<file path="config.mk">
export PLATFORM = sky130hd
export DESIGN_NAME = arch_regfile
export DESIGN_NICKNAME = d
export VERILOG_FILES = /design/src/hw/rob_pkg.sv /design/src/hw/arch_regfile.sv
export SDC_FILE = /design/constraint.sdc
export NUM_CORES = 1
export LEC_CHECK = 0
export BUFFER_PORTS_ARGS = -buffer_cell sky130_fd_sc_hd__buf_4
export CORE_UTILIZATION = 50
export CTS_CLUSTER_DIAMETER = 100
export DETAILED_ROUTE_END_ITERATION = 16
export GPL_TIMING_DRIVEN = 0
export PLACE_DENSITY_LB_ADDON = 0.3
export SLEW_MARGIN = 10
export SYNTH_ARGS = -nofsm -noshare
export SYNTH_HDL_FRONTEND = slang
export SYNTH_SLANG_ARGS = --single-unit
</file>
<file path="constraint.sdc">
create_clock -name clk -period 5.9 [get_ports clk]
set_clock_uncertainty 0.05 [all_clocks]
set_input_delay 0.885 -clock clk [delete_from_list [all_inputs] [get_ports clk]]
set_output_delay 0.885 -clock clk [all_outputs]
set_load 0.02 [all_outputs]
</file>
<file path="src/hw/rob_pkg.sv">
package rob_pkg;

    localparam int ROB_DEPTH = 16;            // Entries in the reorder buffer
    localparam int TAG_W     = 4;             // log2 of ROB_DEPTH
    localparam int NUM_CPL   = 4;             // ALU, MUL, DIV, LOAD
    localparam int CPL_LOAD  = 3;             // Load port index, carries store_addr

    localparam logic [6:0] OPC_STORE  = 7'b0100011; // RV32 S-type
    localparam logic [6:0] OPC_BRANCH = 7'b1100011; // RV32 B-type

    typedef logic [TAG_W-1:0] rob_tag_t;      // Entry index

    typedef struct packed {
        logic [31:0] instr;
        logic [31:0] pc;
        logic [4:0]  rd;                      // instr[11:7]
        logic        reg_write;               // Clear for store and branch
    } disp_t;

    typedef struct packed {
        rob_tag_t    tag;                     // Where the execution side reports back
        logic [31:0] instr;
        logic [31:0] pc;
    } issue_t;

    typedef struct packed {
        logic        valid;                   // One-cycle done strobe
        rob_tag_t    tag;
        logic [31:0] value;
        logic [7:0]  store_addr;              // Load port only
    } cpl_t;

    typedef struct packed {
        logic        valid;
        rob_tag_t    tag;
        logic [31:0] target;                  // Also the retired value
        logic        mispredict;
    } br_cpl_t;

    typedef struct packed {
        logic        busy;                    // Allocated and not yet popped
        logic        ready;                   // Result written
        logic        reg_write;
        logic [4:0]  rd;
        logic [31:0] value;
        logic [31:0] pc;
        logic [7:0]  store_addr;
    } rob_entry_t;

    typedef struct packed {
        logic [4:0]  rd;
        logic        reg_write;
        logic [31:0] value;
        logic [31:0] pc;
        logic [7:0]  store_addr;
    } retire_t;

endpackage

</file>
<file path="src/hw/arch_regfile.sv">
module arch_regfile import rob_pkg::*; (
    input  logic        clk,
    input  logic        rst,
    input  retire_t     retire,
    input  logic        retire_fire,
    input  logic [4:0]  rd_addr,
    output logic [31:0] rd_data
);

    logic [31:0] regs [1:31];                 // x1..x31, x0 not stored
    logic        wr_en;

    // Only real destinations write
    assign wr_en = retire_fire && retire.reg_write && (retire.rd != 5'd0);

    always_ff @(posedge clk) begin
        if (rst) begin
            for (int i = 1; i < 32; i++) begin
                regs[i] <= 32'd0;
            end
        end else if (wr_en) begin
            regs[retire.rd] <= retire.value;
        end
    end

    // x0 always reads zero
    assign rd_data = (rd_addr == 5'd0) ? 32'd0 : regs[rd_addr];

endmodule

</file>
Yosys cells after proc, flatten, opt, wreduce, memory -nomap -nowiden
Memory sizes are Yosys's and may differ from the RTL's.
Index checks and enable logic that the tools add are counted.
- register bits: 0
- bits in writable memories: 992
- input bits: 86
- output and inout port bits: 32
- logic and storage cells: 15
- memories kept: 1
- memory list (memory ; depth ; bits a word ; rd ports ; clocked after Yosys merged registers in ; write ports ; line ; RTL):
    regs ; 31 ; 32 ; 1 ; 0 ; 31 ; arch_regfile.sv:10 ; logic [31:0] regs [1:31];
- multiplexer cells: 9
- reductions and logical operators: 5
- operators by type and width (operator ; count):
    32-bit 2-to-1 mux ; 2
    32-bit OR reduction ; 1
    1-bit 2-to-1 mux ; 6
    5-bit zero test ; 1
    5-bit 2-to-1 mux ; 1
    5-bit nonzero test ; 1
    1-bit logical AND ; 2

Longest topological paths before layout
- depth after elaboration: 7
- gate-level depth with buffers: 7
- gate-level depth less buffers: 4

Worst setup path before layout
Ideal clock, no wire load.
- path type: in2out
- start point: input port rd_addr[0]
- end point: output port rd_data[17]
- data arrival time: 2.474 ns
- data required time: 4.965 ns
- path slack: 2.491 ns
- stages: 7
- buffers on the path: 3
- cell sequence: buf_4 > buf_12 > and2b_4 > buf_6 > a221oi_1 > o21ai_0 > a311oi_1
- word-level cells in the longest chain between the ends: 2
- elaborated cells on any way between the ends: 3
- classes of those cells: mux (1); reduce/logical (1); memory (1)
- RTL lines (element ; line ; RTL):
    start: declaration ; arch_regfile.sv:6 ; input logic [4:0] rd_addr,
    memory 31 x 32 bit / 5-bit zero test (equally long branches) ; n/a ;
    32-bit 2-to-1 mux (*) ; arch_regfile.sv:27 ; assign rd_data = (rd_addr == 5'd0) ? 32'd0 : regs[rd_addr];
    end: declaration ; arch_regfile.sv:7 ; output logic [31:0] rd_data
Mark *: on every way between the ends. The rest lies on a longest branch, timed or not.

Final worst setup path
- start point: input port rd_addr[0]
- end point: output port rd_data[14]
Same word-level chain as after synthesis.

==> run metrics <==
setup TNS=0 ns; Post-Synth XOR/XNOR Area=0%; Hold Vio Cnt, Final=0; max-cap violations=0; Port Buffers=between 70 and 80; post-DP HPWL=89400 um; core area=around 92000 um2; Max Fclk=196 MHz; largest net degree at the start of global routing=33; largest family of logic cells by synthesized area=simple AND/OR/NAND/NOR gates; fin. max-slew vios=0; antenna violations before repair=3; data arrival time of the critical path=4.16 ns; worst-path fanout max=10; min Tclk post-route=between 5 and 6 ns; Post-Route M1 WL=about 50000 um; die height=around 310 um; largest reg by FF count=regs; uppermost layer routed=met5; most common cell after layout, fill and taps aside=edfxtp_1; Mapped Cells=2951; routed wl met2=between 50000 and 60000 um; Synth Area in Compound Gates=2.85%; vias in the first global route=~27000; initial core utilization=approximately half; kind of critical path=primary input to primary output; Clock transition at path regs=approximately 0.060 ns; Core Rows=111; worst hold path class=primary input to flip-flop; Total Die Area=~94000 um2; share of layout cells above drive strength 1=18.2%; vias=about 27000; CTS Hold Bufs=0; adder-cell share of the synthesized area=0%; pre-CTS setup slack=roughly 1.0 ns; CTS HTree Levels=3; Yosys reg bits=~1000; Avg Inst Size Synth=15.7 um2; # clock sinks=1024; Ant. Diodes=0; Die X=between 300 and 400 um; Final Net Count=3244; Overflow after GRT=0; CTS tree=yes; relative slew slack=between 20% and 30%; Simple-Gate Fraction of Synth Area=15.0%; Top Registers=regs (1024); Tot GR Track Use=around 28%; wire length on met3=14100 um; Longest Clk Path Bufs=3; initial detailed-routing violation count=roughly 3500; Primary FF master, synth=edfxtp_1; post-CTS setup buffer count=0; Layout area overhead=11.9%; Max IR drop VDD=between 0.2 and 0.25 mV; Worst setup EP type=primary output; DRT Pass-1 Iters=6; Hold Path End=regs[0][16]; cts bufs inserted=between 100 and 150; wire per inst=29.0 um; top-level I/O count=roughly 120; PD cells=around 310 nW/um2; Synth cell types=37; synthesized area=between 40000 and 50000 um2; final WL=about 130000 um; number of flip-flops in the largest register=~1000; total power=between 15 and 20 mW; Hold Crit Depth=1; vias per cell=6.01; hold_sp=retire[56]; fin crit share=between 80% and 90%; Synth async-reset ratio=0%; worst hold slack=around 0.38 ns; CP Launch Type=primary input; Setup-failing EPs final=0; unrepaired setup endpoints after global routing=false; antenna-violating nets left=0; CTS root buf=clkbuf_16; first-pass GRT wire length=about 180000 um; mux share of post-synthesis cell area=a little over an eighth; WP data required=4.97 ns; Worst-Margin Slew=1.17 ns; P_leak=roughly 18 nW; Layout Utilization=56.7%; synth warn=0; CTS resizes=0; post-layout worst setup margin=0.802 ns; DRC Markers=0; routability-driven placement congestion ratio=between 0.9 and 1; Post-synth EDFFs=~1000; FILL cells=just over 7000; outcome=finished, final reports clean; Seq/Total Area, Yosys=between 60 and 70%; most frequent cells in the layout=edfxtp_1, and2_1, clkbuf_1
## synthesized netlist by cell type (2+ instances only)
library cell	number	area (um2)
a211oi_1	32	240
a221oi_1	22	193
a22oi_1	32	240
a311oi_1	32	280
and2_1	993	6210
buf_12	2	40.0
buf_2	33	165
buf_4	23	173
buf_6	17	191
clkbuf_1	217	815
edfxtp_1	1024	30700
mux2_2	32	360
mux2i_1	64	641
mux4_2	224	5040
nand2_1	21	78.8
nand2b_1	2	12.5
nand3b_1	3	22.5
nor2_1	34	128
nor2_2	2	12.5
nor2b_1	34	213
o2111ai_1	9	78.8
o21ai_0	8	40.0
o21ai_1	47	235
or2_2	31	194
## where the power goes
group,switching [mW],internal [mW]
sequential,0.105,8.38
combinational,0.829,0.477
clock,2.79,3.80
## how the worst max path moves through the flow
stage,from,endpoint,slack [ns],depth (start not counted)
5_1_grt,rd_addr[0],rd_data[11],0.76,7
3_5_place_dp,rd_addr[0],rd_data[13],1.03,8
6_report,rd_addr[0],rd_data[14],0.80,7
2_1_floorplan,rd_addr[0],rd_data[17],2.49,7
4_1_cts,rd_addr[0],rd_data[13],1.04,8
3_3_place_gp,rd_addr[0],rd_data[13],1.04,8
## worst max-delay path: stages
cell	delay, ns
buf_4	0.21
buf_2	0.32
nor2b_1	0.87
buf_2	0.44
a22oi_1	0.16
a311oi_1	0.97
buf_4	0.30
## area by class of cell
type / count / area (um2) / area share (%)
Clock buffer: 119 / 2640 / 5.07
Inverter: 1 / 3.75 / 0.00722
Timing Repair Buffer: 73 / 548 / 1.05
Sequential cell: 1024 / 30700 / 59.1
Clock inverter: 65 / 692 / 1.33
Buffer: 293 / 1390 / 2.67
Multi-Input combinational cell: 1664 / 14400 / 27.8
Tap cell: 1243 / 1560 / 2.99
## cells by family after synthesis
logic type,after synthesis
and+or+nand+nor,1129
DFF,1024
muxes,320
buffers and inverters,294
AOI/OAI and AO/OA,183
other,1
## routing by layer
| layer | vias to the layer above | global-route usage [%] |
|---|---|---|
| met3 | 279 | 6.77 |
| met2 | 1549 | 42.6 |
| met4 | 4 | 11.8 |
| met1 | 13800 | 38.0 |
| li1 | 11300 | - |
| met5 | - | 0 |
## per-stage QoR
stage               area [um2]  instances
global route             52000       4482
detailed placement       48700       4298
CTS                      52000       4482
global placement         48700       4298
finish                   52000       4482
floorplan                46600       2982
(Power assumes the default switching activity.)
