--- src/hw/rob_pkg.sv ---
package rob_pkg;

    localparam int ROB_DEPTH = 16;            // Entries in the reorder buffer
    localparam int TAG_W     = 4;             // log2 of ROB_DEPTH
    localparam int NUM_CPL   = 4;             // ALU, MUL, DIV, LOAD
    localparam int CPL_LOAD  = 3;             // Load port index, carries store_addr

    localparam logic [6:0] OPC_STORE  = 7'b0100011; // RV32 S-type
    localparam logic [6:0] OPC_BRANCH = 7'b1100011; // RV32 B-type

    typedef logic [TAG_W-1:0] rob_tag_t;      // Entry index

    typedef struct packed {
        logic [31:0] instr;
        logic [31:0] pc;
        logic [4:0]  rd;                      // instr[11:7]
        logic        reg_write;               // Clear for store and branch
    } disp_t;

    typedef struct packed {
        rob_tag_t    tag;                     // Where the execution side reports back
        logic [31:0] instr;
        logic [31:0] pc;
    } issue_t;

    typedef struct packed {
        logic        valid;                   // One-cycle done strobe
        rob_tag_t    tag;
        logic [31:0] value;
        logic [7:0]  store_addr;              // Load port only
    } cpl_t;

    typedef struct packed {
        logic        valid;
        rob_tag_t    tag;
        logic [31:0] target;                  // Also the retired value
        logic        mispredict;
    } br_cpl_t;

    typedef struct packed {
        logic        busy;                    // Allocated and not yet popped
        logic        ready;                   // Result written
        logic        reg_write;
        logic [4:0]  rd;
        logic [31:0] value;
        logic [31:0] pc;
        logic [7:0]  store_addr;
    } rob_entry_t;

    typedef struct packed {
        logic [4:0]  rd;
        logic        reg_write;
        logic [31:0] value;
        logic [31:0] pc;
        logic [7:0]  store_addr;
    } retire_t;

endpackage

--- src/hw/rob_commit.sv ---
module rob_commit import rob_pkg::*; (
    input  logic    clk,
    input  logic    rst,
    input  retire_t head,
    input  logic    head_valid,
    output logic    head_ready,
    output retire_t retire,
    output logic    retire_valid,
    input  logic    retire_ready
);

    retire_t retire_q;                        // Held retired entry
    logic    valid_q;
    logic    take;                            // Head pops into this stage

    // Free slot or drained this cycle
    assign head_ready = !valid_q || retire_ready;
    assign take       = head_valid && head_ready;

    always_ff @(posedge clk) begin
        if (rst) begin
            valid_q <= 1'b0;
        end else if (head_ready) begin
            valid_q <= head_valid;            // Refill or go empty
        end
    end

    // Payload only moves on a pop, so order is kept
    always_ff @(posedge clk) begin
        if (take) begin
            retire_q <= head;
        end
    end

    assign retire       = retire_q;
    assign retire_valid = valid_q;

endmodule

--- config.mk ---
export PLATFORM = sky130hd
export DESIGN_NAME = rob_commit
export DESIGN_NICKNAME = d
export VERILOG_FILES = /design/src/hw/rob_pkg.sv /design/src/hw/rob_commit.sv
export SDC_FILE = /design/constraint.sdc
export NUM_CORES = 1
export LEC_CHECK = 0
export BUFFER_PORTS_ARGS = -buffer_cell sky130_fd_sc_hd__buf_2
export CAP_MARGIN = 20
export CORE_ASPECT_RATIO = 1.2
export CORE_MARGIN = 3
export CORE_UTILIZATION = 41
export DETAILED_ROUTE_END_ITERATION = 6
export GPL_TIMING_DRIVEN = 0
export PLACE_DENSITY = 0.76
export SYNTH_ARGS = -nofsm -noshare
export SYNTH_HDL_FRONTEND = slang
export SYNTH_SLANG_ARGS = --single-unit
--- constraint.sdc ---
create_clock -name clk -period 1.66 [get_ports clk]
set_input_delay 0.249 -clock clk [delete_from_list [all_inputs] [get_ports clk]]
set_output_delay 0.249 -clock clk [all_outputs]
set_load 0.02 [all_outputs]
### Yosys cells after proc, flatten, opt, wreduce, memory -nomap -nowiden

Cells that the tools add are included.

* output and inout port bits: 80
* input bits: 82
* register bits: 79

* reductions and logical operators: 3

Operator list (count)
* $logic_and A1 B1 Y1: 1
* $logic_not A1 Y1: 1
* $logic_or A1 B1 Y1: 1

### Longest topological paths before layout

Gate-level depths: netlist (run 1).

* depth in word-level cells: 3
* depth in mapped cells: 2
* mapped depth without buffers: 2

### Worst setup path before layout (run 1)

No wires, ideal clock.

* path kind: reg2reg
* start: register valid_q, in the netlist retire_valid
* end: register retire_q, in the netlist retire[0] (enable)
* setup slack: 0.101 ns
* library setup time: 0.382 ns
* data required time: 1.278 ns
* arrival time: 1.178 ns
* period minus slack after synthesis: 1.559 ns
* cell stages (with the launch flop): 3
* cells stage by stage: dfxtp_1 -> nand2b_4 -> and2_4

* word-level cells in the longest chain between the ends: 3

Ends and longest elaborated chain
* start: declaration: RTL line rob_commit.sv:13 `logic valid_q;`
* start signal: assignment: RTL line rob_commit.sv:24 `valid_q <= head_valid;`
* $logic_not A1 Y1: RTL line rob_commit.sv:17 `assign head_ready = !valid_q || retire_ready;`
* $logic_or A1 B1 Y1: RTL line rob_commit.sv:17
* net head_ready: RTL line rob_commit.sv:6 `output logic head_ready,`
* $logic_and A1 B1 Y1: RTL line rob_commit.sv:18 `assign take = head_valid && head_ready;`
* net take: RTL line rob_commit.sv:14 `logic take;`
* end signal: assignment: RTL line rob_commit.sv:31 `retire_q <= head;`
* end: declaration: RTL line rob_commit.sv:12 `retire_t retire_q;`

The timed path passes the listed nets, and every way through them passes these cells.
A chain may end at the register's enable or synchronous reset.

### Worst setup path in the final report (run 1)

* start: register valid_q, in the netlist retire_valid
* end: register retire_q, in the netlist retire[15] (enable)

* word-level cells in the longest chain between the ends: 3

Ends and longest elaborated chain (RTL line)
* $logic_not A1 Y1: rob_commit.sv:17
* $logic_or A1 B1 Y1: rob_commit.sv:17
* $logic_and A1 B1 Y1: rob_commit.sv:18

No other way between the ends.

==> results of run 1 <==
## Yosys cell counts
cell | instances | share of area, %
sky130_fd_sc_hd__inv_1 | 1 | 0.16
sky130_fd_sc_hd__nand2b_4 | 1 | 0.57
sky130_fd_sc_hd__dfxtp_1 | 1 | 0.84
sky130_fd_sc_hd__edfxtp_1 | 78 | 98
sky130_fd_sc_hd__a21oi_2 | 1 | 0.37
sky130_fd_sc_hd__and2_4 | 1 | 0.37
## layer usage
metal	part of all wire [%]	wire, µm	GRT usage, %	vias to the layer above
met5	0.25	13	0	-
met4	2.4	123	7.14	2
met3	10	543	7.92	12
met2	56	2930	26.5	88
met1	31	1600	13.9	663
li1	-	-	-	679
## placed cells by master (no fill, tap or decap)
cell type                    count
sky130_fd_sc_hd__inv_1           1
sky130_fd_sc_hd__dfxtp_1         1
sky130_fd_sc_hd__edfxtp_1       78
sky130_fd_sc_hd__clkbuf_8       12
sky130_fd_sc_hd__a21oi_2         1
sky130_fd_sc_hd__buf_2         161
sky130_fd_sc_hd__clkinvlp_4      1
sky130_fd_sc_hd__and2_4          1
sky130_fd_sc_hd__clkbuf_1        2
sky130_fd_sc_hd__and2_2          1
sky130_fd_sc_hd__nand2b_4        1
sky130_fd_sc_hd__bufinv_16       1
## critical path: stages, from the launching register on
cell,delay [ps]
sky130_fd_sc_hd__dfxtp_1,340
sky130_fd_sc_hd__nand2b_4,90
sky130_fd_sc_hd__and2_2,730
## state kept, by name, indices dropped and copies added (netlist names)
signal and count:
retire 78, retire_valid 1
## power by group
| group | switching [mW] | leakage (nW) | internal (mW) |
|---|---|---|---|
| combinational | 0.260 | 0.655 | 0.144 |
| sequential | 0.0259 | 0.763 | 2.33 |
| clock | 0.628 | 0.103 | 0.820 |
| total | 0.914 | 1.52 | 3.29 |
## metrics by stage
step | area [µm²] | utilization, % | std cells
floorplan | 2400 | - | 83
global placement | 3300 | 60.2 | 321
detailed placement | 3300 | 60.2 | 321
CTS | 3510 | 64.1 | 337
global route | 3520 | 64.2 | 338
finish | 3520 | 64.2 | 338
## cell type report
cell class                      count  area, µm²
Multi-Input combinational cell      4       38.8
Tap cell                           77       96.3
Inverter                            1       3.75
Timing Repair Buffer              161        806
Fill cell                         420       1960
Clock inverter                      2       37.5
Sequential cell                    79       2360
Clock buffer                       14        173
## cell families (layout without fill, tap and decap cells)
group	after synthesis	after routing	share of synthesized area, %
flip-flops	79	79	98.5
AND/OR/NAND/NOR	2	3	0.939
AO/OA/AOI/OAI	1	1	0.365
buffers and inverters	1	178	0.156
## final timing paths
| path | slack [ps] | start | end |
|---|---|---|---|
| setup / recovery | 120 | retire_valid$_SDFFE_PP0P_ | retire[15]$_DFFE_PP_ |
| hold / removal | 80 | head[4] | retire[4]$_DFFE_PP_ |
| setup reg to reg | 120 | retire_valid$_SDFFE_PP0P_ | retire[15]$_DFFE_PP_ |
| hold reg to reg | 530 | retire_valid$_SDFFE_PP0P_ | retire_valid$_SDFFE_PP0P_ |
==> qor.tcl, run 1 <==
set qor(worst_slew_margin_rel_pct) 41.4
set qor(clock_path_buffers) 2
set qor(crit_path_start_kind) {flop}
set qor(rows) 29
set qor(design.die.area_um2) 6800
set qor(dpl_worst_slack_ps) -5.05
set qor(grt-ovfl-total) 0
set qor(cts_made_buffers) 9
set qor(overall_fraction_of_global_route_tracks_in_use_pct) 15.3
set qor(cellLeakagePower_nw) 1.52
set qor(initial_utilization_pct) 43.8
set qor(die-height_um) 89.8
set qor(cp.arrival_ps) 1490
set qor(antenna_cells_inserted) 0
set qor(synthesis.nets) 165
set qor(postCtsHoldBufs) 0
set qor(path_class) {reg2reg}
set qor(number_of_drc_markers_after_the_initial_detailed_route_iteration) 85
set qor(ys_seq_area_share_pct) 98.5
set qor(path_clk_slew_ps) 80
set qor(finalWorstSetupSlack_ps) 122
set qor(hold_depth) 1
set qor(finalSetupTns_ps) 0
set qor(cap_viol_max_count) 0
set qor(cts_tree) {yes}
set qor(placement.io_buffers) 161
set qor(cp.required_ps) 1620
set qor(htree_levels) 3
set qor(drc) 0
set qor(max_fanout_on_critical_path) 39
set qor(post_cts.repair.setup_buffers) 0
set qor(synthesis.area_um2) 2400
set qor(p_per_cell_area_nw_per_um2) 1200
set qor(final.setup_skew_ps) 11.3
set qor(clock_insertion_delay_worst_skew_ps) 340
set qor(drt_wl_cell_um) 15.4
set qor(place_hpwl_um) 3720
set qor(worstMarginPinSlew_ps) 880
set qor(period_minus_slack_ps) 1540
set qor(vias_per_cell) 4.27
set qor(synth-seq-cells) 79
set qor(hold_class) {in2reg}
set qor(drt_wl_total_um) 5210
set qor(reg2reg_path_depth) 2
set qor(nets) 338
set qor(post_synth_inst_count) 83
set qor(cts.repair.resized) 0
set qor(gpl.final_weighted_congestion) 0.727
set qor(synthesis.area_per_instance_um2) 28.9
set qor(whs_ps) 80.7
set qor(cts-root-buf) {sky130_fd_sc_hd__clkbuf_8}
set qor(final_min_period_over_clock_period_pct) 92.7
set qor(vdd_drop_max_v) 0.000732
set qor(grt_setup_unrepaired) {false}
set qor(finalHoldViolations) 0
set qor(antenna_left) 0
set qor(clock_sinks) 79
set qor(drive_gt1_share_pct) 68.6
set qor(maxSlewViolCount) 0
set qor(via_count_of_the_first_global_routing_pass) 1507
set qor(io-pin-count) 162
set qor(grt_max_degree) 79
set qor(detail_route.first_pass.iterations) 4
set qor(yosysWarnings) 0
set qor(vias) 1444
set qor(power.total_mw) 4.21
set qor(outcome) {finished clean}
set qor(grt_pass1_wl_um) 7320
set qor(finalSetupViolCount) 0
set qor(areaGrowthSynthToFinish_pct) 46.7
set qor(die_width_um) 75.8
set qor(coreArea_um2) 5480
set qor(timing.fmax_ghz) 0.650
set qor(critical_path.endpoint_type) {flop}
set qor(antenna_found_initial) 1
set qor(synth.lib_cells_used.distinct) 6
Power figures use the tool's default switching activity.
==> inputs of run 2 (changes only) <==
Settings changed: PLACE_DENSITY 0.76 to 0.79.
==> qor.tcl, run 2 (synthesis gave the netlist of run 1 again) <==
set qor(outcome) {finished clean}
set qor(vdd_drop_max_v) 0.000723 ;# -1.2%
set qor(antenna_found_initial) 0 ;# -1
set qor(htree_levels) 3 ;# unchanged
set qor(hold_class) {in2reg}
set qor(grt_setup_unrepaired) {false}
set qor(dpl_worst_slack_ps) 7.82 ;# +12.9 ps
set qor(dp.cells) 321 ;# unchanged
set qor(dpl-instance-area_um2) 3300 ;# unchanged
set qor(reg2reg_path_depth) 2 ;# unchanged
set qor(die_width_um) 75.8 ;# unchanged
set qor(crit_path_start_kind) {flop}
set qor(design.die.area_um2) 6800 ;# unchanged
set qor(cts_made_buffers) 9 ;# unchanged
set qor(finalSetupTns_ps) 0 ;# unchanged
set qor(post_layout_cell_count) 338 ;# unchanged
set qor(cp.required_ps) 1630 ;# about the same
set qor(via_count_of_the_first_global_routing_pass) 1568 ;# +4.0%
set qor(path_clk_slew_ps) 70 ;# about the same
set qor(coreArea_um2) 5480 ;# unchanged
set qor(grt_max_degree) 79 ;# unchanged
set qor(finish.instance_area_um2) 3500 ;# -0.39%
set qor(period_minus_slack_ps) 1540 ;# +0.951 ps
set qor(vias) 1472 ;# +1.9%
set qor(number_of_drc_markers_after_the_initial_detailed_route_iteration) 43 ;# -49%
set qor(power.total_mw) 4.14 ;# -1.6%
set qor(r2r_end) {retire[71]$_DFFE_PP_}
set qor(critical_path.endpoint_type) {flop}
set qor(final_min_period_over_clock_period_pct) 92.7 ;# about the same
set qor(cp.arrival_ps) 1510 ;# +20 ps
set qor(worst_slew_margin_rel_pct) 40.9 ;# -0.49 points
set qor(antenna_cells_inserted) 0 ;# unchanged
set qor(die-height_um) 89.8 ;# unchanged
set qor(rows) 29 ;# unchanged
set qor(drt_wl_total_um) 5390 ;# +3.5%
set qor(initial_utilization_pct) 43.8 ;# unchanged
set qor(io-pin-count) 162 ;# unchanged
set qor(gpl.final_weighted_congestion) 0.744 ;# +2.3%
set qor(drt_wl_cell_um) 15.9 ;# +3.5%
set qor(finalWorstSetupSlack_ps) 121 ;# -0.951 ps
set qor(cts.repair.resized) 0 ;# unchanged
set qor(clock_sinks) 79 ;# unchanged
set qor(clock_insertion_delay_worst_skew_ps) 350 ;# about the same
set qor(post_cts.repair.setup_buffers) 0 ;# unchanged
set qor(placement.io_buffers) 161 ;# unchanged
set qor(grt-ovfl-total) 0 ;# unchanged
set qor(place_hpwl_um) 3930 ;# +5.8%
set qor(cts-root-buf) {sky130_fd_sc_hd__clkbuf_8}
set qor(hold_end) {retire_valid$_SDFFE_PP0P_}
set qor(final.setup_skew_ps) 12.2 ;# +0.844 ps
set qor(overall_fraction_of_global_route_tracks_in_use_pct) 16.3 ;# +0.99 points
set qor(maxSlewViolCount) 0 ;# unchanged
set qor(worst_hold_startpoint) {rst}
set qor(finalSetupViolCount) 0 ;# unchanged
set qor(areaGrowthSynthToFinish_pct) 46.1
set qor(nets) 338 ;# unchanged
set qor(most-common-layout-cells) {sky130_fd_sc_hd__buf_2, sky130_fd_sc_hd__edfxtp_1, sky130_fd_sc_hd__clkbuf_8}
set qor(r2r_setup_slack_ps) 120 ;# about the same
set qor(worstMarginPinSlew_ps) 887 ;# +7.41 ps
set qor(mostFrequentLayoutCell) {sky130_fd_sc_hd__buf_2}
set qor(detail_route.first_pass.iterations) 4 ;# unchanged
set qor(cap_viol_max_count) 0 ;# unchanged
set qor(p_per_cell_area_nw_per_um2) 1180 ;# -1.2%
set qor(vias_per_cell) 4.36 ;# +1.9%
set qor(worstReg2RegStart) {retire_valid$_SDFFE_PP0P_}
set qor(hold_depth) 2 ;# +1
set qor(clock_path_buffers) 2 ;# unchanged
set qor(grt_pass1_wl_um) 7700 ;# +5.2%
set qor(antenna_left) 0 ;# unchanged
set qor(finalHoldViolations) 0 ;# unchanged
set qor(timing.fmax_ghz) 0.650 ;# about the same
set qor(cts_tree) {yes}
set qor(postCtsHoldBufs) 0 ;# unchanged
set qor(largest_register_ffs) 78 ;# unchanged
set qor(path_class) {reg2reg}
set qor(cellLeakagePower_nw) 1.52 ;# -0.29%
set qor(drive_gt1_share_pct) 68.6 ;# unchanged
set qor(max_fanout_on_critical_path) 39 ;# unchanged
set qor(drc) 0 ;# unchanged
==> run 2: cell types whose count changed in the layout (fill, tap and decap cells not counted), sizes merged <==
cell	previous run	this run
inv	1	2
clkinv	0	4
clkinvlp	1	0
clkbuf	14	10
==> run 2: metal layers <==
layer	up-vias	routed length (µm)	global-route usage, %
li1	679	-	-
met1	676	1660	13.8
met2	107	2850	27.4
met3	10	744	8.93
met4	0	138	10.6
met5	-	0	0
==> run 2: worst max-delay path by stage <==
| stage | start | end | cells after the start |
|---|---|---|---|
| final | retire_valid$_SDFFE_PP0P_ | retire[71]$_DFFE_PP_ | 2 |
| after CTS | retire_valid$_SDFFE_PP0P_ | retire[18]$_DFFE_PP_ | 2 |
| after detailed placement | retire_ready | retire[36]$_DFFE_PP_ | 3 |
| after floorplan | retire_valid$_SDFFE_PP0P_ | retire[0]$_DFFE_PP_ | 2 |
| after global placement | retire_ready | retire[10]$_DFFE_PP_ | 3 |
| after global routing | retire_valid$_SDFFE_PP0P_ | retire[15]$_DFFE_PP_ | 2 |
==> run 2: critical path, cell delays in order, from the launching register on <==
cell and delay, ps:
sky130_fd_sc_hd__dfxtp_1 340, sky130_fd_sc_hd__nand2b_4 90, sky130_fd_sc_hd__and2_2 740
==> run 2: where the power goes <==
group / leakage [nW] / total, mW / internal [mW] / switching [mW]
Sequential: 0.763 / 2.35 / 2.33 / 0.0249
Combinational: 0.655 / 0.406 / 0.144 / 0.262
Clock: 0.0985 / 1.38 / 0.703 / 0.679
==> run 2: layout make-up <==
| cell class | count | area, µm² |
|---|---|---|
| inverters | 1 | 3.75 |
| clock inverters | 6 | 68.8 |
| clock buffers | 10 | 128 |
| fillers | 405 | 1980 |
| flip-flops and latches | 79 | 2360 |
| multi-input cells | 4 | 38.8 |
| well taps | 77 | 96.3 |
| repair buffers | 161 | 806 |
==> run 2: per-stage QoR <==
stage	hold slack, ps	utilization (%)
finish	56.0	63.9
floorplan	311	-
global route	44.6	63.9
CTS	41.0	63.8
global placement	410	60.2
detailed placement	413	60.2
