--- src/hw/rob_pkg.sv ---
package rob_pkg;

    localparam int ROB_DEPTH = 16;            // Entries in the reorder buffer
    localparam int TAG_W     = 4;             // log2 of ROB_DEPTH
    localparam int NUM_CPL   = 4;             // ALU, MUL, DIV, LOAD
    localparam int CPL_LOAD  = 3;             // Load port index, carries store_addr

    localparam logic [6:0] OPC_STORE  = 7'b0100011; // RV32 S-type
    localparam logic [6:0] OPC_BRANCH = 7'b1100011; // RV32 B-type

    typedef logic [TAG_W-1:0] rob_tag_t;      // Entry index

    typedef struct packed {
        logic [31:0] instr;
        logic [31:0] pc;
        logic [4:0]  rd;                      // instr[11:7]
        logic        reg_write;               // Clear for store and branch
    } disp_t;

    typedef struct packed {
        rob_tag_t    tag;                     // Where the execution side reports back
        logic [31:0] instr;
        logic [31:0] pc;
    } issue_t;

    typedef struct packed {
        logic        valid;                   // One-cycle done strobe
        rob_tag_t    tag;
        logic [31:0] value;
        logic [7:0]  store_addr;              // Load port only
    } cpl_t;

    typedef struct packed {
        logic        valid;
        rob_tag_t    tag;
        logic [31:0] target;                  // Also the retired value
        logic        mispredict;
    } br_cpl_t;

    typedef struct packed {
        logic        busy;                    // Allocated and not yet popped
        logic        ready;                   // Result written
        logic        reg_write;
        logic [4:0]  rd;
        logic [31:0] value;
        logic [31:0] pc;
        logic [7:0]  store_addr;
    } rob_entry_t;

    typedef struct packed {
        logic [4:0]  rd;
        logic        reg_write;
        logic [31:0] value;
        logic [31:0] pc;
        logic [7:0]  store_addr;
    } retire_t;

endpackage

--- src/hw/rob_dispatch.sv ---
module rob_dispatch import rob_pkg::*; (
    input  logic        clk,
    input  logic        rst,
    input  logic        in_valid,
    input  logic [31:0] in_instr,
    input  logic [31:0] in_pc,
    output logic        in_ready,
    output disp_t       disp,
    output logic        disp_valid,
    input  logic        disp_ready
);

    logic [6:0] opcode;                       // Major opcode of the incoming word
    logic       bubble;                       // All-zero word
    logic       accept;                       // Handshake on the input side
    logic       dec_reg_write;
    disp_t      disp_q;                       // Pipeline payload
    logic       valid_q;

    assign opcode = in_instr[6:0];
    assign bubble = (in_instr == 32'd0);

    // Stores and branches have no destination register
    assign dec_reg_write = !((opcode == OPC_STORE) || (opcode == OPC_BRANCH));

    // Room when empty or when the core drains us this cycle
    assign in_ready = !valid_q || disp_ready;
    assign accept   = in_valid && in_ready;

    always_ff @(posedge clk) begin
        if (rst) begin
            valid_q <= 1'b0;
        end else if (in_ready) begin
            valid_q <= accept && !bubble;     // Bubble accepted but dropped
        end
    end

    always_ff @(posedge clk) begin
        if (accept && !bubble) begin
            disp_q.instr     <= in_instr;
            disp_q.pc        <= in_pc;
            disp_q.rd        <= in_instr[11:7]; // Destination field
            disp_q.reg_write <= dec_reg_write;
        end
    end

    assign disp       = disp_q;
    assign disp_valid = valid_q;

endmodule

--- config.mk ---
export PLATFORM = sky130hd
export DESIGN_NAME = rob_dispatch
export DESIGN_NICKNAME = d
export VERILOG_FILES = /design/src/hw/rob_pkg.sv /design/src/hw/rob_dispatch.sv
export SDC_FILE = /design/constraint.sdc
export NUM_CORES = 1
export LEC_CHECK = 0
export ABC_AREA = 1
export BUFFER_PORTS_ARGS = -buffer_cell sky130_fd_sc_hd__buf_4
export CAP_MARGIN = 20
export CORE_ASPECT_RATIO = 1.25
export CORE_MARGIN = 1.5
export CORE_UTILIZATION = 25
export CTS_BUF_LIST = sky130_fd_sc_hd__clkbuf_8
export DETAILED_ROUTE_END_ITERATION = 10
export PLACE_DENSITY = 0.52
export RECOVER_POWER = 50
export SKIP_CTS_REPAIR_TIMING = 1
export SYNTH_ARGS = -nofsm -noshare
export SYNTH_HDL_FRONTEND = slang
export SYNTH_SLANG_ARGS = --single-unit
--- constraint.sdc ---
create_clock -name clk -period 5.45 [get_ports clk]
set_input_delay 1.09 -clock clk [delete_from_list [all_inputs] [get_ports clk]]
set_output_delay 1.09 -clock clk [all_outputs]
set_load 0.03 [all_outputs]
## After elaboration in Yosys (flattened, before gate mapping)

Index checks and enable logic that the tools add are counted.

- Memory bits (read-only): 0
- Output and inout bits: 72
- Bits in writable memories: 0
- Word-level logic and storage cells: 15
- Bits in latches: 0
- Input bits: 68
- Flip-flop bits (word level): 71
- Memories: 0

- Reduce and logical (&&, ||, !) cells: 8
- $lt $le $gt $ge: 0
- Bitwise operators: 0
- Shifts and indexed selects: 0
- Mux-type cells: 0
- Add/subtract/negate cells: 0
- Div/mod/pow operators: 0
- Eq/ne operators: 2
- Multipliers: 0

Operators with widths:

| kind | count |
|---|---|
| $logic_not A32 Y1 | 1 |
| $eq A7 B6 Y1 const B | 1 |
| $eq A7 B7 Y1 const B | 1 |
| $logic_not A1 Y1 | 3 |
| $logic_and A1 B1 Y1 | 2 |
| $logic_or A1 B1 Y1 | 2 |

## Depth between registers and ports, before layout

Gate-level depths: netlist of run 1.

- Depth in word-level cells: 4
- Gate-level depth with buffers: 6
- Gate-level depth less buffers: 6

## Worst setup path after synthesis of run 1

OpenSTA, ideal clock, no wires.

- Path type: input port to flip-flop
- From: input disp_ready
- To: register disp_q (netlist bit disp[0]) (enable)
- Arrival time: 2.822 ns
- Buffers on the path: 0
- Setup slack: 2.208 ns
- Stages on the path: 6
- Setup time: 0.419 ns
- Data required time: 5.031 ns
- Cells stage by stage: inv_1 > nand2_1 > nand2_1 > clkinv_1 > o21ai_2 > inv_1

- Cells in the longest elaborated chain, start to end: 3

RTL lines:

| what | RTL line | source |
|---|---|---|
| from (decl) | rob_dispatch.sv:10 | `input logic disp_ready` |
| $logic_or A1 B1 Y1 | rob_dispatch.sv:27 | `assign in_ready = !valid_q \|\| disp_ready;` |
| via in_ready | rob_dispatch.sv:7 | `output logic in_ready,` |
| $logic_and A1 B1 Y1 | rob_dispatch.sv:28 | `assign accept = in_valid && in_ready;` |
| $logic_and A1 B1 Y1 | rob_dispatch.sv:39 | `if (accept && !bubble) begin` |
| to (decl) | rob_dispatch.sv:17 | `disp_t disp_q;` |

The timed path passes the listed nets, and every way through them passes these cells.
A chain may end at the register's enable or synchronous reset.

## Worst setup path after layout of run 1

- From: input in_instr[19]
- To: register disp_q (netlist bit disp[61]) (enable)

- Cells in the longest elaborated chain, start to end: 3

RTL lines:

| what | RTL line | source |
|---|---|---|
| from (decl) | rob_dispatch.sv:5 | `input logic [31:0] in_instr,` |
| $logic_not A32 Y1 | rob_dispatch.sv:21 | `assign bubble = (in_instr == 32'd0);` |
| $logic_not A1 Y1 | rob_dispatch.sv:39 |  |
| $logic_and A1 B1 Y1 | rob_dispatch.sv:39 |  |

No other way between the ends.

==> results of run 1 <==
## power by group
group,internal (uW),switching [uW]
logic,52.0,100
clock network,205,181
registers,594,8.21
## final timing paths
kind	start	to	depth (start not counted)
min reg2reg	disp_valid	disp_valid	2
max reg2reg	disp_valid	disp[61]	6
max	in_instr[19]	disp[61]	8
min	disp_valid	disp_valid	2
## placed cells by master (no fill, tap or decap), drive strengths merged
| cell | instances |
|---|---|
| a21oi | 1 |
| nand2 | 12 |
| buf | 41 |
| dfxtp | 1 |
| edfxtp | 65 |
| clkbuf | 108 |
| inv | 4 |
| nor2 | 21 |
| nand4 | 1 |
| clkinvlp | 2 |
| clkinv | 4 |
| o21ai | 1 |
| bufinv | 1 |
## critical path: stages
cell and delay, ns:
clkbuf_1 0.10, nor2_1 0.05, nand2_1 0.08, nor2_2 0.05
nand2_1 0.06, o21ai_0 0.13, inv_2 0.52, buf_4 0.49
## layout make-up
class	instances	share of cell area [%]
Timing Repair Buffer	140	26.3
Inverter	4	0.453
Multi-Input combinational cell	36	4.46
Sequential cell	66	59.5
Tap cell	97	3.66
Clock buffer	9	3.74
Clock inverter	7	1.85
## flip-flops by register name, indices dropped and copies added (netlist names)
register / count
disp: 65
disp_valid: 1
## cell families (layout without fill, tap and decap cells)
family | count (synthesis) | in the layout | synth area share [%]
AOI/OAI and AO/OA | 2 | 2 | 0.632
buffers and inverters | 9 | 160 | 2.42
DFF | 66 | 66 | 90.6
and+or+nand+nor | 34 | 34 | 6.33
## metrics by stage
| step | worst slack (ns) | area [um2] |
|---|---|---|
| floorplan | 2.21 | 2180 |
| global placement | 2.55 | 3310 |
| detailed placement | 2.49 | 3310 |
| CTS | 2.87 | 3500 |
| global route | 2.67 | 3310 |
| finish | 2.83 | 3310 |
## metal layers
layer  global-route usage [%]  vias to the layer above
met2                     17.6                       86
li1                         -                      690
met3                     5.90                        8
met5                        0                        -
met4                     4.84                        0
met1                     11.3                      657
==> metrics.csv, run 1 <==
metric,value,unit
status,finished clean,
fin_util,39.7,%
finalPower,1140,uW
die_w,86.4,um
tightest_slew,0.669,ns
drt-vias-per-instance,4.01,
drtAntennaViolNets,0,
slew_headroom,55.3,%
num_antenna_cells,0,
first_global_vias,1403,
wl_per_cell,13.9,um
path_class,input port to flop,
die_area,9280,um2
drc_errors,0,
min_period_over_period,48.2,%
hold_slack,0.538,ns
globalRouteOverflowTotal,0,
crit_fanout,33,
grt_util_all_layers,10.8,%
cts_tree,done,
synth.cell_area,2180,um2
synth_cell_types,12,
synth_largest_area_cell,edfxtp_1,
synth_top_area_share,89.7,%
num_vias,1441,
grt_max_degree,34,
power.leakage,0.00128,uW
clkSlewWorstSetupHoldPaths,0.07,ns
grt_pass1_wl,7150,um
clock.fmax,381,MHz
finClkSkew,0.0101,ns
clockBufferDepth,2,
drt_first_iter_violations,62,
synthArstFlopShare,0,%
end_kind,flop,
ys_ff_latch,66,
nets,325,
final_hold_viol_count,0,
cellPowerDensity,344,nW/um2
synth_ff_type,edfxtp_1,
cts-root-buf,clkbuf_8,
netlist_top_cells_count,"edfxtp_1 (65), nor2_1 (19), nand2_1 (11)",
met3WireLength,540,um
port_buffers,139,
period_needed,2.62,ns
post-synth-top-count-cell,edfxtp_1,
rrSetupSlack,3.43,ns
avgSynthCellArea,19.6,um2
cp_data_arrival_time,2.62,ns
setup_violations,0,
syn_to_final_growth,52.2,%
required,5.44,ns
maxSlewViolCount,0,
fin_tns_setup,0,ns
dr.pass1.iters,4,
synth_warnings,0,
hpwl,3830,um
hold_path.class,flop to flop,
multi_input_area,148,um2
placedCellCount,343,
die_h,107,um
antenna_found_initial,0,
io_pins,140,
synth-seq-area-share,90.6,%
highest_layer,met4,
gp_congestion,0.695,
nFillCells,833,
synth.area.top_cells,"edfxtp_1 (90%), nor2_1 (3.3%), nand2_1 (1.9%)",
cts_buffers,9,
rsz0062_at_grt,false,
clock-sinks,66,
seqCellArea,1970,um2
rows,37,
syn_inst,111,
synth_fp_nets,179,
maxCapViolations,0,
cp-start-kind,input port,
drive_gt1_share,41.6,%
wl_met2,2490,um
htree_levels,3,
insertion_delay,0.34,ns
peakVddDrop,0.157,mV
fp.coreArea,8330,um2
start_util,26.1,%
synth_edf_count,65,
wirelength,5000,um
finalNonFillerCells,359,
wl_met1,1900,um
(Power assumes the default switching activity.)
==> run 2: changes to the inputs <==
--- a/config.mk
+++ b/config.mk
@@ -13,7 +13,7 @@
 export CORE_UTILIZATION = 25
 export CTS_BUF_LIST = sky130_fd_sc_hd__clkbuf_8
 export DETAILED_ROUTE_END_ITERATION = 10
-export PLACE_DENSITY = 0.52
+export PLACE_DENSITY = 0.54
 export RECOVER_POWER = 50
 export SKIP_CTS_REPAIR_TIMING = 1
 export SYNTH_ARGS = -nofsm -noshare
==> constraint.sdc (replaced) <==
create_clock -name clk -period 2.1 [get_ports clk]
set_input_delay 0.42 -clock clk [delete_from_list [all_inputs] [get_ports clk]]
set_output_delay 0.42 -clock clk [all_outputs]
set_load 0.03 [all_outputs]
==> metrics.csv, run 2 (synthesized netlist as in run 1, its figures left out) <==
metric,value,unit,change
maxSlewViolCount,0,,unchanged
cpPeakStageDelay,0.34,ns,was 0.52 ns
antenna_found_initial,0,,unchanged
hold_path.class,input port to flop,,was flop to flop
largest_reg_flops,65,,unchanged
min_period_over_period,67.6,%,
cts_tree,done,,unchanged
cellPowerDensity,958,nW/um2,was 344 nW/um2
tightest_slew,0.412,ns,was 0.669 ns
rsz0062_at_grt,false,,unchanged
clkPwrFrac,39.4,%,was 33.9%
maxCapViolations,0,,unchanged
hpwl,3970,um,was 3830 um
clock-sinks,66,,unchanged
num_vias,1462,,was 1441
finClkSkew,0.00512,ns,was 0.0101 ns
path_class,flop to output pin,,was input port to flop
final_cell_mix,"edfxtp_1 (65), clkbuf_1 (58), buf_4 (43)",,"was edfxtp_1 (65), clkbuf_4 (51), clkbuf_1 (48)"
slowest_stage,clkbuf_1,,was inv_2
first_global_vias,1555,,was 1403
insertion_delay,0.34,ns,about the same
drc_errors,0,,unchanged
clockBufferDepth,2,,unchanged
layout_commonest_cell,edfxtp_1,,unchanged
power.leakage,0.00128,uW,about the same
cts_buffers,9,,unchanged
grt_pass1_wl,7710,um,was 7150 um
die_area,9280,um2,unchanged
cp_top_family,buffers and inverters,,unchanged
port_buffers,139,,unchanged
swShare,23.9,%,was 25.4%
intPower,2460,uW,was 851 uW
io_pins,140,,unchanged
die_h,107,um,unchanged
gp_congestion,0.725,,was 0.695
crit_chain,clkbuf_1,,was clkbuf_1 > nor2_1 > nand2_1 > nor2_2 > nand2_1 > o21ai_0 > inv_2 > buf_4
period_needed,1.42,ns,
cts-root-buf,clkbuf_8,,unchanged
fp.coreArea,8330,um2,unchanged
slew_headroom,72.7,%,was 55.3%
finalNonFillerCells,361,,was 359
crit_fanout,1,,was 33
start_util,26.1,%,unchanged
drtAntennaViolNets,0,,unchanged
critPathBufInv,1,,was 3
nets,327,,was 325
required,1.68,ns,was 5.44 ns
rows,37,,unchanged
grt_max_degree,26,,was 34
num_antenna_cells,0,,unchanged
clkSlewWorstSetupHoldPaths,0.08,ns,was 0.07 ns
netSwitchingPower,774,uW,was 289 uW
clock.fmax,704,MHz,
drt-vias-per-instance,4.05,,was 4.01
wl_per_cell,14.1,um,was 13.9 um
wirelength,5110,um,was 5000 um
end_kind,output pin,,was flop
cp-start-kind,flop,,was input port
htree_levels,3,,unchanged
grt_util_all_layers,11.5,%,was 10.8%
setup_violations,0,,unchanged
cp_data_arrival_time,1.00,ns,was 2.62 ns
hold_slack,0.225,ns,was 0.538 ns
drt_first_iter_violations,57,,was 62
dr.pass1.iters,4,,unchanged
peakVddDrop,0.398,mV,was 0.157 mV
status,finished clean,,unchanged
die_w,86.4,um,unchanged
p_comb_share,12.3,%,was 13.3%
syn_to_final_growth,55.3,%,was 52.2%
placedCellCount,345,,was 343
globalRouteOverflowTotal,0,,unchanged
drive_gt1_share,41.7,%,was 41.6%
power_frac_seq,48.3,%,was 52.8%
final_hold_viol_count,0,,unchanged
[run 2: changes by cell type in the layout (fill, tap and decap cells not counted), sizes merged]
cell / delta
buf: +2
bufinv: +2
clkinv: -1
inv: -1
[run 2: metrics by stage]
step,area (um2),power (uW),setup WS (ns),setup TNS (ns),util [%]
floorplan,2200,1810,-0.161,-10.47,-
global route,3380,3370,0.565,0,40.5
finish,3380,3240,0.680,0,40.5
detailed placement,3350,2050,0.339,0,40.2
CTS,3600,3350,0.710,0,43.2
global placement,3350,2050,0.346,0,40.2
[run 2: cell type report]
cell class / count / area (um2)
Timing Repair Buffer: 142 / 848
Multi-Input combinational cell: 36 / 174
Tap cell: 97 / 121
Clock buffer: 9 / 124
Sequential cell: 66 / 1970
Inverter: 4 / 18.8
Fill cell: 836 / 4950
Clock inverter: 7 / 119
[run 2: final timing paths]
| path | from | end | slack [ns] | cells past startpoint |
|---|---|---|---|---|
| setup / recovery | disp[40] | disp[40] | 0.68 | 1 |
| hold / removal | rst | disp_valid | 0.22 | 2 |
| setup reg to reg | disp_valid | disp[19] | 0.81 | 6 |
| hold reg to reg | disp_valid | disp_valid | 0.50 | 2 |
[run 2: routing by layer]
metal  GRT usage, %  vias to the layer above  routed length [um]
li1               -                      697                   -
met1           12.0                      659                1840
met2           17.9                      100                2420
met3           7.44                        6                 768
met4           5.53                        0                  84
met5              0                        -                   0
[run 2: power groups by stage]
stage,sequential (uW),clock (uW),combinational (uW)
finish,1560,1270,397
global route,1570,1370,424
CTS,1570,1320,458
detailed placement,1590,0,458
global placement,1590,0,457
floorplan,1750,0,61.4
==> run 3: changes to the inputs <==
--- a/config.mk
+++ b/config.mk
@@ -5,7 +5,7 @@
 export SDC_FILE = /design/constraint.sdc
 export NUM_CORES = 1
 export LEC_CHECK = 0
-export ABC_AREA = 1
+export ABC_AREA = 0
 export BUFFER_PORTS_ARGS = -buffer_cell sky130_fd_sc_hd__buf_4
 export CAP_MARGIN = 20
 export CORE_ASPECT_RATIO = 1.25
==> constraint.sdc (replaced) <==
create_clock -name clk -period 1.3 [get_ports clk]
set_input_delay 0.26 -clock clk [delete_from_list [all_inputs] [get_ports clk]]
set_output_delay 0.26 -clock clk [all_outputs]
set_load 0.03 [all_outputs]
==> metrics.csv, run 3 <==
metric,value,unit,change
hpwl,3710,um,was 3970 um
peakVddDrop,0.579,mV,was 0.398 mV
cts-root-buf,clkbuf_8,,unchanged
intPower,3440,uW,was 2460 uW
htree_levels,3,,unchanged
crit_fanout,35,,was 1
rr_startpoint,disp_valid,,unchanged
die_w,85.6,um,was 86.4 um
rrSetupSlack,0.04,ns,was 0.81 ns
hold_slack,0.0997,ns,was 0.225 ns
synth_ff_type,edfxtp_1,,unchanged
final_cell_mix,"buf_4 (81), edfxtp_1 (65), clkbuf_4 (49)",,"was edfxtp_1 (65), clkbuf_1 (58), buf_4 (43)"
cts_buffers,9,,unchanged
slowest_stage,or4_4,,was clkbuf_1
synth.cell_area,2130,um2,was 2180 um2
clockBufferDepth,2,,unchanged
start_util,25.8,%,was 26.1%
synth_cell_types,16,,was 12
cp-start-kind,input port,,was flop
end_kind,flop,,was output pin
maxCapViolations,0,,unchanged
synth_largest_area_cell,edfxtp_1,,unchanged
setup_violations,65,,was 0
clkPwrFrac,30.1,%,was 39.4%
clock.fmax,730,MHz,
post-place-ws,-0.520,ns,was 0.339 ns
cp_data_arrival_time,1.45,ns,was 1.00 ns
rsz0062_at_grt,true,,was false
maxSlewViolCount,0,,unchanged
first_global_vias,1434,,was 1555
drtAntennaViolNets,0,,unchanged
crit_chain,buf_6 > or4_4 > nor3_4 > a31oi_4 > buf_12,,was clkbuf_1
power.leakage,0.00143,uW,was 0.00128 uW
slew_headroom,78.9,%,was 72.7%
avgSynthCellArea,23.9,um2,was 19.6 um2
worst_slack,-0.0691,ns,was 0.680 ns
nets,312,,was 327
p_comb_share,15.3,%,was 12.3%
ys_ff_latch,66,,unchanged
wl_per_cell,13.9,um,was 14.1 um
min_period_over_period,105,%,
synth_top_area_share,91.7,%,was 89.7%
port_buffers,139,,unchanged
num_antenna_cells,0,,unchanged
netSwitchingPower,1180,uW,was 774 uW
reg2reg_to,disp[11],,was disp[19]
setup.worst_path.end,disp[11],,was disp[40]
grt_max_degree,36,,was 26
cp.depth,5,,was 1
largest_reg_flops,65,,unchanged
grt_util_all_layers,10.4,%,was 11.5%
startpoint,in_instr[12],,was disp[40]
tightest_slew,0.315,ns,was 0.412 ns
cellPowerDensity,1310,nW/um2,was 958 nW/um2
hold-path-cell-count,1,,was 2
syn_to_final_growth,65.7,%,was 55.3%
gp_congestion,0.730,,was 0.725
io_pins,140,,unchanged
dr.pass1.iters,7,,was 4
die_h,106,um,was 107 um
drt-vias-per-instance,4.15,,was 4.05
fin_util,42.8,%,was 40.5%
synthArstFlopShare,0,%,unchanged
syn_inst,89,,was 111
clkSlewWorstSetupHoldPaths,0.07,ns,was 0.08 ns
synth_warnings,0,,unchanged
synth_fp_nets,157,,was 179
finClkSkew,0.00522,ns,was 0.00512 ns
antenna_found_initial,0,,unchanged
post-synth-top-count-cell,edfxtp_1,,unchanged
drive_gt1_share,63.5,%,was 41.7%
drt_first_iter_violations,33,,was 57
violations,"DRC, setup timing",,
layout_commonest_cell,buf_4,,was edfxtp_1
power_frac_seq,54.5,%,was 48.3%
hold_path.class,input port to flop,,unchanged
period_needed,1.37,ns,
cpPeakStageDelay,0.54,ns,was 0.34 ns
fin_tns_setup,-3.91,ns,was 0 ns
cts_tree,done,,unchanged
path_class,input port to flop,,was flop to output pin
critPathBufInv,2,,was 1
fp.coreArea,8240,um2,was 8330 um2
synth.area.top_cells,"edfxtp_1 (92%), buf_4 (1.8%), nor4_1 (1.5%)",,"was edfxtp_1 (90%), nor2_1 (3.3%), nand2_1 (1.9%)"
drc_errors,11,,was 0
synth_edf_count,65,,unchanged
final_hold_viol_count,0,,unchanged
cp_top_family,simple AND/OR/NAND/NOR gates,,was buffers and inverters
rows,37,,unchanged
insertion_delay,0.33,ns,was 0.34 ns
swShare,25.5,%,was 23.9%
wirelength,4820,um,was 5110 um
num_vias,1435,,was 1462
status,finished with violations,,was finished clean
synth-seq-area-share,92.6,%,was 90.6%
required,1.38,ns,was 1.68 ns
grt_pass1_wl,6960,um,was 7710 um
finalPower,4620,uW,was 3240 uW
clock-sinks,66,,unchanged
r2r_cells,4,,was 6
die_area,9080,um2,was 9280 um2
netlist_top_cells_count,"edfxtp_1 (65), buf_4 (5), nor4_1 (5)",,"was edfxtp_1 (65), nor2_1 (19), nand2_1 (11)"
globalRouteOverflowTotal,0,,unchanged
-- run 3: cell types whose count changed after synthesis, sizes merged, moves of 2 or more --
cell | before | now
inv | 3 | 1
nand2 | 12 | 1
nor2 | 21 | 0
nor3 | 0 | 3
nor4 | 0 | 5
-- run 3: area by class of cell --
class | instances | area, um2
Fill cell | 777 | 4710
Tap cell | 97 | 121
Inverter | 1 | 3.75
Timing Repair Buffer | 149 | 1100
Clock inverter | 7 | 37.5
Sequential cell | 66 | 1980
Multi-Input combinational cell | 17 | 161
Clock buffer | 9 | 124
-- run 3: cells by family (layout without fill, tap and decap cells) --
logic type / Yosys count / in the layout / synth area share (%)
AO/OA/AOI/OAI: 3 / 3 / 1.06
buffers and inverters: 6 / 166 / 1.94
flip-flops: 66 / 66 / 92.6
AND/OR/NAND/NOR: 14 / 14 / 4.41
-- run 3: metrics by stage --
step | instance area (um2) | instances
after floorplan | 2160 | 89
after global placement | 3380 | 329
after detailed placement | 3380 | 329
after CTS | 3540 | 345
after global routing | 3530 | 346
final | 3530 | 346
-- run 3: how the worst min path moves through the flow --
stage,end,slack [ns],start
final,disp[50],0.1,in_instr[12]
after global routing,disp[50],0.07,in_instr[12]
after CTS,disp[28],0.08,in_pc[22]
after detailed placement,disp[12],0.44,in_pc[6]
after global placement,disp[25],0.44,in_pc[19]
after floorplan,disp[10],0.36,in_pc[4]
-- run 3: worst reg2reg max path, cell delays in order, from the launching register on --
cell and delay, ns:
dfxtp_4 0.35, nand2b_4 0.07, nand2_2 0.06, a31oi_4 0.21
buf_12 0.25
-- run 3: power by group through the flow --
stage | Combinational [uW] | Clock, uW | Sequential, uW
2_1_floorplan | 87.5 | 0 | 2820
3_3_place_gp | 728 | 0 | 2570
3_5_place_dp | 732 | 0 | 2570
4_1_cts | 733 | 1470 | 2520
5_1_grt | 744 | 1560 | 2530
6_report | 710 | 1390 | 2520
-- run 3: per-layer routing --
metal / wire length [um] / track usage, %
met5: 0 / 0
met1: 1710 / 11.4
met2: 2470 / 17.0
met3: 574 / 5.43
met4: 59 / 4.15
